**config.mk**
```make
export PLATFORM = sky130hd
export DESIGN_NAME = rv_slice_top
export DESIGN_NICKNAME = d
export VERILOG_FILES = /design/src/rv_pkg.sv /design/src/execute_stage.sv /design/src/instr_decoder.sv /design/src/pipeline_reg_d_e.sv /design/src/reg_file.sv /design/src/rv_slice_top.sv
export SDC_FILE = /design/constraint.sdc
export NUM_CORES = 2
export LEC_CHECK = 0
export BUFFER_PORTS_ARGS = -buffer_cell sky130_fd_sc_hd__buf_2
export CAP_MARGIN = 20
export CORE_MARGIN = 4
export CORE_UTILIZATION = 50
export DETAILED_ROUTE_END_ITERATION = 8
export MAX_ROUTING_LAYER = met4
export PLACE_DENSITY_LB_ADDON = 0.25
export SETUP_SLACK_MARGIN = 0.4
export SLEW_MARGIN = 20
export SYNTH_ARGS = -nofsm -noshare
export SYNTH_HDL_FRONTEND = slang
export SYNTH_SLANG_ARGS = --single-unit
```
**constraint.sdc**
```tcl
create_clock -name clk_i -period 5.3 [get_ports clk_i]
set_clock_uncertainty 0.15 [all_clocks]
set_input_delay 0 -clock clk_i [delete_from_list [all_inputs] [get_ports clk_i]]
set_output_delay 0 -clock clk_i [all_outputs]
set_load 0.1 [all_outputs]
```
**src/rv_pkg.sv**
```systemverilog
package rv_pkg;

    parameter int REG_ADDR_W = 5;

    // major opcodes, instr[6:0]
    typedef enum logic [6:0] {
        OP_REG = 7'b0110011,   // add, sub, and ...
        OP_IMM = 7'b0010011,   // addi, slli ...
        OP_LUI = 7'b0110111
    } opcode_e;

    // alu operations
    typedef enum logic [3:0] {
        ALU_ADD    = 4'd0,
        ALU_SUB    = 4'd1,
        ALU_AND    = 4'd2,
        ALU_OR     = 4'd3,
        ALU_XOR    = 4'd4,
        ALU_SLL    = 4'd5,
        ALU_SRL    = 4'd6,
        ALU_SRA    = 4'd7,
        ALU_SLT    = 4'd8,
        ALU_SLTU   = 4'd9,
        ALU_PASS_B = 4'd10     // lui, operand b straight through
    } alu_op_e;

endpackage

```
**src/execute_stage.sv**
```systemverilog
module execute_stage
    import rv_pkg::*;
#(
    parameter int WIDTH = 32
)(
    input  logic                  clk_i,
    input  logic                  arst_n_i,
    input  logic                  reg_wr_en_e_i,
    input  alu_op_e               alu_op_e_i,
    input  logic                  alu_src_e_i,
    input  logic [WIDTH-1:0]      rd_data1_e_i,
    input  logic [WIDTH-1:0]      rd_data2_e_i,
    input  logic [REG_ADDR_W-1:0] rd_addr1_e_i,
    input  logic [REG_ADDR_W-1:0] rd_addr2_e_i,
    input  logic [REG_ADDR_W-1:0] wr_addr_e_i,
    input  logic [WIDTH-1:0]      imm_ext_e_i,
    output logic                  wb_en_o,
    output logic [REG_ADDR_W-1:0] wb_addr_o,
    output logic [WIDTH-1:0]      wb_data_o
);

    localparam int SHAMT_W = $clog2(WIDTH);

    logic               fwd_a;
    logic               fwd_b;
    logic [WIDTH-1:0]   src_a;
    logic [WIDTH-1:0]   src_b;
    logic [WIDTH-1:0]   op_b;
    logic [WIDTH-1:0]   alu_res;
    logic [SHAMT_W-1:0] shamt;

    // distance-one dependency, take the result still in writeback
    assign fwd_a = wb_en_o && (wb_addr_o != '0) && (wb_addr_o == rd_addr1_e_i);
    assign fwd_b = wb_en_o && (wb_addr_o != '0) && (wb_addr_o == rd_addr2_e_i);

    assign src_a = fwd_a ? wb_data_o : rd_data1_e_i;
    assign src_b = fwd_b ? wb_data_o : rd_data2_e_i;
    assign op_b  = alu_src_e_i ? imm_ext_e_i : src_b;
    assign shamt = op_b[SHAMT_W-1:0];

    always_comb begin
        case (alu_op_e_i)
            ALU_ADD:    alu_res = src_a + op_b;
            ALU_SUB:    alu_res = src_a - op_b;
            ALU_AND:    alu_res = src_a & op_b;
            ALU_OR:     alu_res = src_a | op_b;
            ALU_XOR:    alu_res = src_a ^ op_b;
            ALU_SLL:    alu_res = src_a << shamt;
            ALU_SRL:    alu_res = src_a >> shamt;
            ALU_SRA:    alu_res = $signed(src_a) >>> shamt;
            ALU_SLT:    alu_res = WIDTH'($signed(src_a) < $signed(op_b));
            ALU_SLTU:   alu_res = WIDTH'(src_a < op_b);
            ALU_PASS_B: alu_res = op_b;
            default:    alu_res = '0;
        endcase
    end

    // E/W register
    always_ff @(posedge clk_i or negedge arst_n_i) begin
        if (!arst_n_i)
            wb_en_o <= 1'b0;
        else
            wb_en_o <= reg_wr_en_e_i && (wr_addr_e_i != '0);   // x0 writes dropped here
    end

    always_ff @(posedge clk_i) begin
        wb_addr_o <= wr_addr_e_i;
        wb_data_o <= alu_res;
    end

endmodule

```
**src/instr_decoder.sv**
```systemverilog
module instr_decoder
    import rv_pkg::*;
#(
    parameter int WIDTH = 32
)(
    input  logic [31:0]           instr_i,

    output logic [REG_ADDR_W-1:0] rs1_o,
    output logic [REG_ADDR_W-1:0] rs2_o,
    output logic [REG_ADDR_W-1:0] rd_o,
    output logic [WIDTH-1:0]      imm_ext_o,
    output alu_op_e               alu_op_o,
    output logic                  alu_src_o,   // 1 = immediate
    output logic                  reg_wr_en_o
);

    opcode_e            opcode;
    logic [2:0]         funct3;
    logic               funct7_b5;   // sub / sra select
    logic signed [31:0] imm_raw;

    // funct3 map shared by register and immediate forms
    function automatic alu_op_e arith_op(input logic [2:0] f3, input logic alt);
        alu_op_e op;
        op = ALU_ADD;
        case (f3)
            3'b000: op = alt ? ALU_SUB : ALU_ADD;
            3'b001: op = ALU_SLL;
            3'b010: op = ALU_SLT;
            3'b011: op = ALU_SLTU;
            3'b100: op = ALU_XOR;
            3'b101: op = alt ? ALU_SRA : ALU_SRL;
            3'b110: op = ALU_OR;
            3'b111: op = ALU_AND;
            default: op = ALU_ADD;
        endcase
        return op;
    endfunction

    assign opcode    = opcode_e'(instr_i[6:0]);
    assign funct3    = instr_i[14:12];
    assign funct7_b5 = instr_i[30];

    assign rs1_o = instr_i[19:15];
    assign rs2_o = instr_i[24:20];
    assign rd_o  = instr_i[11:7];

    always_comb begin
        reg_wr_en_o = 1'b0;
        alu_src_o   = 1'b0;
        alu_op_o    = ALU_ADD;
        imm_raw     = {{20{instr_i[31]}}, instr_i[31:20]};   // I-type
        case (opcode)
            OP_REG: begin
                reg_wr_en_o = 1'b1;
                alu_op_o    = arith_op(funct3, funct7_b5);
            end
            OP_IMM: begin
                reg_wr_en_o = 1'b1;
                alu_src_o   = 1'b1;
                // bit 30 is immediate data except for srai
                alu_op_o    = arith_op(funct3, funct7_b5 && (funct3 == 3'b101));
            end
            OP_LUI: begin
                reg_wr_en_o = 1'b1;
                alu_src_o   = 1'b1;
                alu_op_o    = ALU_PASS_B;
                imm_raw     = {instr_i[31:12], 12'b0};
            end
            default: reg_wr_en_o = 1'b0;   // unsupported, no write
        endcase
    end

    assign imm_ext_o = WIDTH'(imm_raw);   // signed, so extends with bit 31

endmodule

```
**src/pipeline_reg_d_e.sv**
```systemverilog
module pipeline_reg_d_e
    import rv_pkg::*;
#(
    parameter int WIDTH = 32
)(
    input  logic                  clk_i,
    input  logic                  arst_n_i,
    input  logic                  flush_i,
    input  logic                  valid_i,

    // control
    input  logic                  reg_wr_en_d_i,
    input  alu_op_e               alu_op_d_i,
    input  logic                  alu_src_d_i,

    output logic                  reg_wr_en_e_o,
    output alu_op_e               alu_op_e_o,
    output logic                  alu_src_e_o,

    // data path
    input  logic [WIDTH-1:0]      rd_data1_d_i,
    input  logic [WIDTH-1:0]      rd_data2_d_i,
    input  logic [REG_ADDR_W-1:0] rd_addr1_d_i,   // rs1
    input  logic [REG_ADDR_W-1:0] rd_addr2_d_i,   // rs2
    input  logic [REG_ADDR_W-1:0] wr_addr_d_i,    // rd
    input  logic [WIDTH-1:0]      imm_ext_d_i,

    output logic [WIDTH-1:0]      rd_data1_e_o,
    output logic [WIDTH-1:0]      rd_data2_e_o,
    output logic [REG_ADDR_W-1:0] rd_addr1_e_o,
    output logic [REG_ADDR_W-1:0] rd_addr2_e_o,
    output logic [REG_ADDR_W-1:0] wr_addr_e_o,
    output logic [WIDTH-1:0]      imm_ext_e_o
);

    // bubble on flush or empty slot
    always_ff @(posedge clk_i or negedge arst_n_i) begin
        if (!arst_n_i)
            reg_wr_en_e_o <= 1'b0;
        else if (flush_i || !valid_i)
            reg_wr_en_e_o <= 1'b0;
        else
            reg_wr_en_e_o <= reg_wr_en_d_i;
    end

    always_ff @(posedge clk_i) begin
        alu_op_e_o   <= alu_op_d_i;
        alu_src_e_o  <= alu_src_d_i;
        rd_data1_e_o <= rd_data1_d_i;
        rd_data2_e_o <= rd_data2_d_i;
        rd_addr1_e_o <= rd_addr1_d_i;
        rd_addr2_e_o <= rd_addr2_d_i;
        wr_addr_e_o  <= wr_addr_d_i;
        imm_ext_e_o  <= imm_ext_d_i;
    end

endmodule

```
**src/reg_file.sv**
```systemverilog
module reg_file
    import rv_pkg::*;
#(
    parameter int WIDTH = 32
)(
    input  logic                  clk_i,
    input  logic                  arst_n_i,
    input  logic [REG_ADDR_W-1:0] rd_addr1_i,
    input  logic [REG_ADDR_W-1:0] rd_addr2_i,
    output logic [WIDTH-1:0]      rd_data1_o,
    output logic [WIDTH-1:0]      rd_data2_o,
    input  logic                  wr_en_i,
    input  logic [REG_ADDR_W-1:0] wr_addr_i,
    input  logic [WIDTH-1:0]      wr_data_i
);

    logic [WIDTH-1:0] regs [1:(1 << REG_ADDR_W) - 1];   // no storage for x0

    // x0 reads zero, a same-cycle write is seen at once
    function automatic logic [WIDTH-1:0] read_port(input logic [REG_ADDR_W-1:0] addr);
        logic [WIDTH-1:0] data;
        if (addr == '0)
            data = '0;
        else if (wr_en_i && (wr_addr_i == addr))
            data = wr_data_i;
        else
            data = regs[addr];
        return data;
    endfunction

    always_ff @(posedge clk_i or negedge arst_n_i) begin
        if (!arst_n_i) begin
            for (int i = 1; i < (1 << REG_ADDR_W); i++)
                regs[i] <= '0;
        end else if (wr_en_i && (wr_addr_i != '0)) begin
            regs[wr_addr_i] <= wr_data_i;
        end
    end

    always_comb begin
        rd_data1_o = read_port(rd_addr1_i);
        rd_data2_o = read_port(rd_addr2_i);
    end

endmodule

```
**src/rv_slice_top.sv**
```systemverilog
module rv_slice_top
    import rv_pkg::*;
#(
    parameter int WIDTH = 32
)(
    input  logic                  clk_i,
    input  logic                  arst_n_i,
    input  logic [31:0]           instr_i,
    input  logic                  instr_valid_i,
    input  logic                  flush_i,
    output logic                  result_valid_o,
    output logic [REG_ADDR_W-1:0] result_rd_o,
    output logic [WIDTH-1:0]      result_data_o
);

    // decode side
    logic [REG_ADDR_W-1:0] rs1_d, rs2_d, rd_d;
    logic [WIDTH-1:0]      imm_ext_d, rd_data1_d, rd_data2_d;
    alu_op_e               alu_ctrl_d;
    logic                  alu_src_d, reg_wr_en_d;

    // execute side
    logic [REG_ADDR_W-1:0] rs1_e, rs2_e, rd_e;
    logic [WIDTH-1:0]      imm_ext_e, rd_data1_e, rd_data2_e;
    alu_op_e               alu_ctrl_e;
    logic                  alu_src_e, reg_wr_en_e;

    // writeback
    logic                  wb_en;
    logic [REG_ADDR_W-1:0] wb_addr;
    logic [WIDTH-1:0]      wb_data;

    instr_decoder #(.WIDTH(WIDTH)) u_decoder (
        .instr_i(instr_i), .rs1_o(rs1_d), .rs2_o(rs2_d), .rd_o(rd_d),
        .imm_ext_o(imm_ext_d), .alu_op_o(alu_ctrl_d), .alu_src_o(alu_src_d),
        .reg_wr_en_o(reg_wr_en_d)
    );

    reg_file #(.WIDTH(WIDTH)) u_reg_file (
        .clk_i(clk_i), .arst_n_i(arst_n_i),
        .rd_addr1_i(rs1_d), .rd_addr2_i(rs2_d),
        .rd_data1_o(rd_data1_d), .rd_data2_o(rd_data2_d),
        .wr_en_i(wb_en), .wr_addr_i(wb_addr), .wr_data_i(wb_data)
    );

    pipeline_reg_d_e #(.WIDTH(WIDTH)) u_pipe_d_e (
        .clk_i(clk_i), .arst_n_i(arst_n_i), .flush_i(flush_i), .valid_i(instr_valid_i),
        .reg_wr_en_d_i(reg_wr_en_d), .alu_op_d_i(alu_ctrl_d), .alu_src_d_i(alu_src_d),
        .reg_wr_en_e_o(reg_wr_en_e), .alu_op_e_o(alu_ctrl_e), .alu_src_e_o(alu_src_e),
        .rd_data1_d_i(rd_data1_d), .rd_data2_d_i(rd_data2_d),
        .rd_addr1_d_i(rs1_d), .rd_addr2_d_i(rs2_d), .wr_addr_d_i(rd_d),
        .imm_ext_d_i(imm_ext_d),
        .rd_data1_e_o(rd_data1_e), .rd_data2_e_o(rd_data2_e),
        .rd_addr1_e_o(rs1_e), .rd_addr2_e_o(rs2_e), .wr_addr_e_o(rd_e),
        .imm_ext_e_o(imm_ext_e)
    );

    execute_stage #(.WIDTH(WIDTH)) u_execute (
        .clk_i(clk_i), .arst_n_i(arst_n_i),
        .reg_wr_en_e_i(reg_wr_en_e), .alu_op_e_i(alu_ctrl_e), .alu_src_e_i(alu_src_e),
        .rd_data1_e_i(rd_data1_e), .rd_data2_e_i(rd_data2_e),
        .rd_addr1_e_i(rs1_e), .rd_addr2_e_i(rs2_e), .wr_addr_e_i(rd_e),
        .imm_ext_e_i(imm_ext_e),
        .wb_en_o(wb_en), .wb_addr_o(wb_addr), .wb_data_o(wb_data)
    );

    assign result_valid_o = wb_en;
    assign result_rd_o    = wb_addr;
    assign result_data_o  = wb_data;

endmodule

```
==> results.txt <==
Post-synthesis adder-cell area fraction: 1.807%
Commonest non-fill, non-tap cells in the layout: 1052 x mux2_2, 993 x dfrtp_1, 577 x mux4_2, 255 x mux2i_1, 250 x buf_4
Synth Flop Type: dfrtp_1
Area fraction in and, or, nand and nor cells after synthesis: 4.217%
Max IR drop VDD: 0.3256 mV
Crit-path max FO: 15
Initial core utilization: 50.61%
Die H: 373.7 um
Largest net degree at the start of global routing: 172
Hold WC Path Type: in -> reg
Fin nets: 5295
Setup TNS: 0 ns
Die width: 373.7 um
Slew margin rel.: 23.87%
Most common library cell in the layout ignoring fill and taps: mux2_2
DRT iter0 DRCs: 5387
Synth Cell Area: 0.06687 mm2
Worst slew pin tran: 1.142 ns
Vias in the first global route: 47660
R2r worst-path depth: 20
Layout cells sized above 1: 43.39%
First-pass GRT wire length: 331.7 mm
Initial antenna violation count: 8
Clock sink count: 1147
Leak Pwr: 34.60 nW
Cells after Synth: 5128
Vias after detailed routing: 47800
Num ports: 74
Synthesis-to-layout area growth: 12.43%
CTS tree: yes
Die area: 0.1397 mm2
Synth Area in XOR/XNOR: 0.5632%
Final Max Slew Viols: 0
Detail Route Antenna Nets: 0
Main combinational cell family by area after synthesis: multiplexers
Core area: 0.1321 mm2
Synthesis Warnings: 0
Register area share after synthesis: 41.78%
Setup Viol. Count Final: 0
Buffer levels on the longest clock path: 3
Vias/cell: 6.803
Endpoints failing hold: 0
GRT Residual Overflow: 0
Status: completed
CP Capture Type: flop
DR pass1 iterations: 5
Post-synth EDFFs: 0
Routed Wire Length: 225.8 mm
Clock transition at the registers of the reported paths: 0.06 ns
I/O Buffers: 73
Synth Area per Inst: 13.04 um2
Synth Area in Compound Gates: 7.069%
# H-tree levels: 3
DRC Markers: 0
FP Rows: 133
Worst hold path depth: 3
Peak Freq: 208.2 MHz
Synth unique cells: 87
Fin crit share: 90.61%
Gpl congestion: 1.071
Final min period: 4.802 ns
Total CTS buffers: 121
WL/cell: 32.14 um
GRT Total Usage: 32.76%
Crit path arrival time: 5.32 ns
RSZ-0062 raised after global routing: yes
Fraction of synthesized area in multiplexers: 41.04%
# Max-Cap Violations: 0
Worst-Skew Late Latency: 0.79 ns
WP data required: 5.82 ns
#FFs+latches synth: 1147
Setup ws final: 0.4977 ns
Root buffer cell: clkbuf_16
Syn nets: 5260
Async SR Flop Fraction: 86.66%
Pwr Density: 247.7 mW/mm2
CP startpoint kind: flop
Pre-CTS setup slack: 0.2482 ns
Dpl hpwl: 138.4 mm
Critical path class: reg -> reg
## cell families (layout without fill, tap and decap cells)
logic type / count (synthesis) / after routing
muxes: 1888 / 1888
other: 0 / 3
DFF: 1147 / 1147
and+or+nand+nor: 635 / 635
adders and majority gates: 96 / 96
xor gates and xnor gates: 43 / 43
AOI/OAI and AO/OA: 715 / 715
buffers and inverters: 604 / 744
## area by class of cell
type,instances,area [um2]
antenna,3,7.507
clock buffer,171,3426
clock inverter,57,653.1
fill,10740,56940
inverter,106,402.9
multi-input combinational,3377,37090
sequential,1147,27950
tap,1755,2196
timing repair buffer,410,3453
## per-stage QoR
stage / cells / power (mW) / utilization, % / area, um2 / hold slack (ns)
CTS: 7018 / 18.72 / 56.74 / 74960 / 0.05508
global placement: 6724 / 9.963 / 53.10 / 70160 / -0.1099
finish: 7026 / 18.62 / 56.90 / 75180 / 0.04450
detailed placement: 6726 / 9.963 / 53.14 / 70210 / -0.1098
global route: 7025 / 19.15 / 56.90 / 75180 / 0.04746
floorplan: 5128 / 9.518 / - / 66970 / -0.4456
## synthesized netlist by cell type, drive strengths merged (4+ instances only)
library cell	instances	share of area (%)
mux2	1052	18
dfrtp	994	37
mux4	577	19
clkbuf	368	2.1
nor2	260	1.5
mux2i	259	3.9
a21oi	201	1.5
nand2	184	1.0
dfxtp	153	4.6
o21ai	140	1.0
buf	130	0.86
inv	104	0.59
ha	95	1.8
a22o	65	0.85
nand3	39	0.29
nor3	39	0.31
xnor2	33	0.43
a21o	31	0.35
o211ai	28	0.32
a31oi	25	0.23
o221ai	25	0.33
o22ai	25	0.23
a22oi	24	0.27
nor2b	24	0.22
a221oi	20	0.26
o31ai	19	0.22
a211oi	18	0.21
nand2b	17	0.16
o21bai	15	0.17
and3	12	0.11
nor4	11	0.10
and2	10	0.097
nand4	10	0.094
xor2	10	0.13
a221o	9	0.13
o2111ai	9	0.12
o21a	8	0.090
a2111oi	6	0.088
or3	6	0.056
a21boi	5	0.056
o32ai	5	0.065
or2	5	0.047
and4	4	0.052
o311ai	4	0.052
or4	4	0.051
## sequential cells by signal, summed over array words and instances (netlist names)
signal                    flops
u_pipe_d_e.rd_addr1_e_o       5
u_reg_file.regs             992
u_execute.wb_en_o             1
u_pipe_d_e.rd_data1_e_o      32
u_pipe_d_e.rd_data2_e_o      32
u_pipe_d_e.imm_ext_e_o       32
u_pipe_d_e.reg_wr_en_e_o      1
u_execute.wb_data_o          32
u_pipe_d_e.alu_src_e_o        1
u_execute.wb_addr_o           5
u_pipe_d_e.alu_op_e_o         4
u_pipe_d_e.wr_addr_e_o        5
u_pipe_d_e.rd_addr2_e_o       5
## report_power, final
| group | switching [mW] | leakage, nW | internal, mW |
|---|---|---|---|
| sequential | 0.0192 | 15.1 | 8.76 |
| clock | 3.78 | 1.99 | 5.00 |
| combinational | 0.716 | 17.5 | 0.342 |
| total | 4.52 | 34.6 | 14.1 |
## worst max-delay path: stages, from the launching register on
cell	delay, ns
dfxtp_4	0.35
or4_4	0.54
o211ai_1	0.20
buf_4	0.15
nor2_4	0.04
buf_4	0.18
clkbuf_16	0.22
mux2i_1	0.22
inv_1	0.09
ha_1	0.30
buf_4	0.17
nand4_1	0.12
a31oi_2	0.28
o2111ai_1	0.20
and4_1	0.31
o41ai_4	0.36
a21oi_1	0.11
nor2_1	0.11
nor2_1	0.06
and3_1	0.18
a2111o_1	0.33
## final timing paths
kind	startpoint	slack, ns	end
setup / recovery	u_execute.wb_addr_o[0]$_DFF_P_	0.50	u_execute.wb_data_o[30]$_SDFF_PN0_
hold / removal	instr_i[31]	0.04	u_pipe_d_e.imm_ext_e_o[11]$_SDFF_PP0_
setup reg to reg	u_execute.wb_addr_o[0]$_DFF_P_	0.50	u_execute.wb_data_o[30]$_SDFF_PN0_
hold reg to reg	u_pipe_d_e.wr_addr_e_o[1]$_DFF_P_	0.21	u_execute.wb_addr_o[1]$_DFF_P_
max in group asynchronous	arst_n_i	3.62	u_reg_file.regs[781]$_DFFE_PN0P_
min in group asynchronous	arst_n_i	0.39	u_reg_file.regs[375]$_DFFE_PN0P_
## routing by layer
layer / up-vias / routed length [um] / global-route usage, %
met1: 25400 / 93900 / 45.44
met3: 484 / 19470 / 6.003
met5: - / 0 / -
met2: 2310 / 103400 / 49.04
met4: 0 / 9096 / 11.11
li1: 19600 / - / -
## what timing repair did
action | CTS | global route
buffers inserted | 0 | 4
hold endpoints to repair | 1070 | 0
pin swaps | 0 | 7
gates cloned | 0 | 1
hold buffers | 64 | 0
setup endpoints to repair | 4 | 17
resized for setup | 5 | 36
No activity file was read; power rests on OpenSTA's default activity.
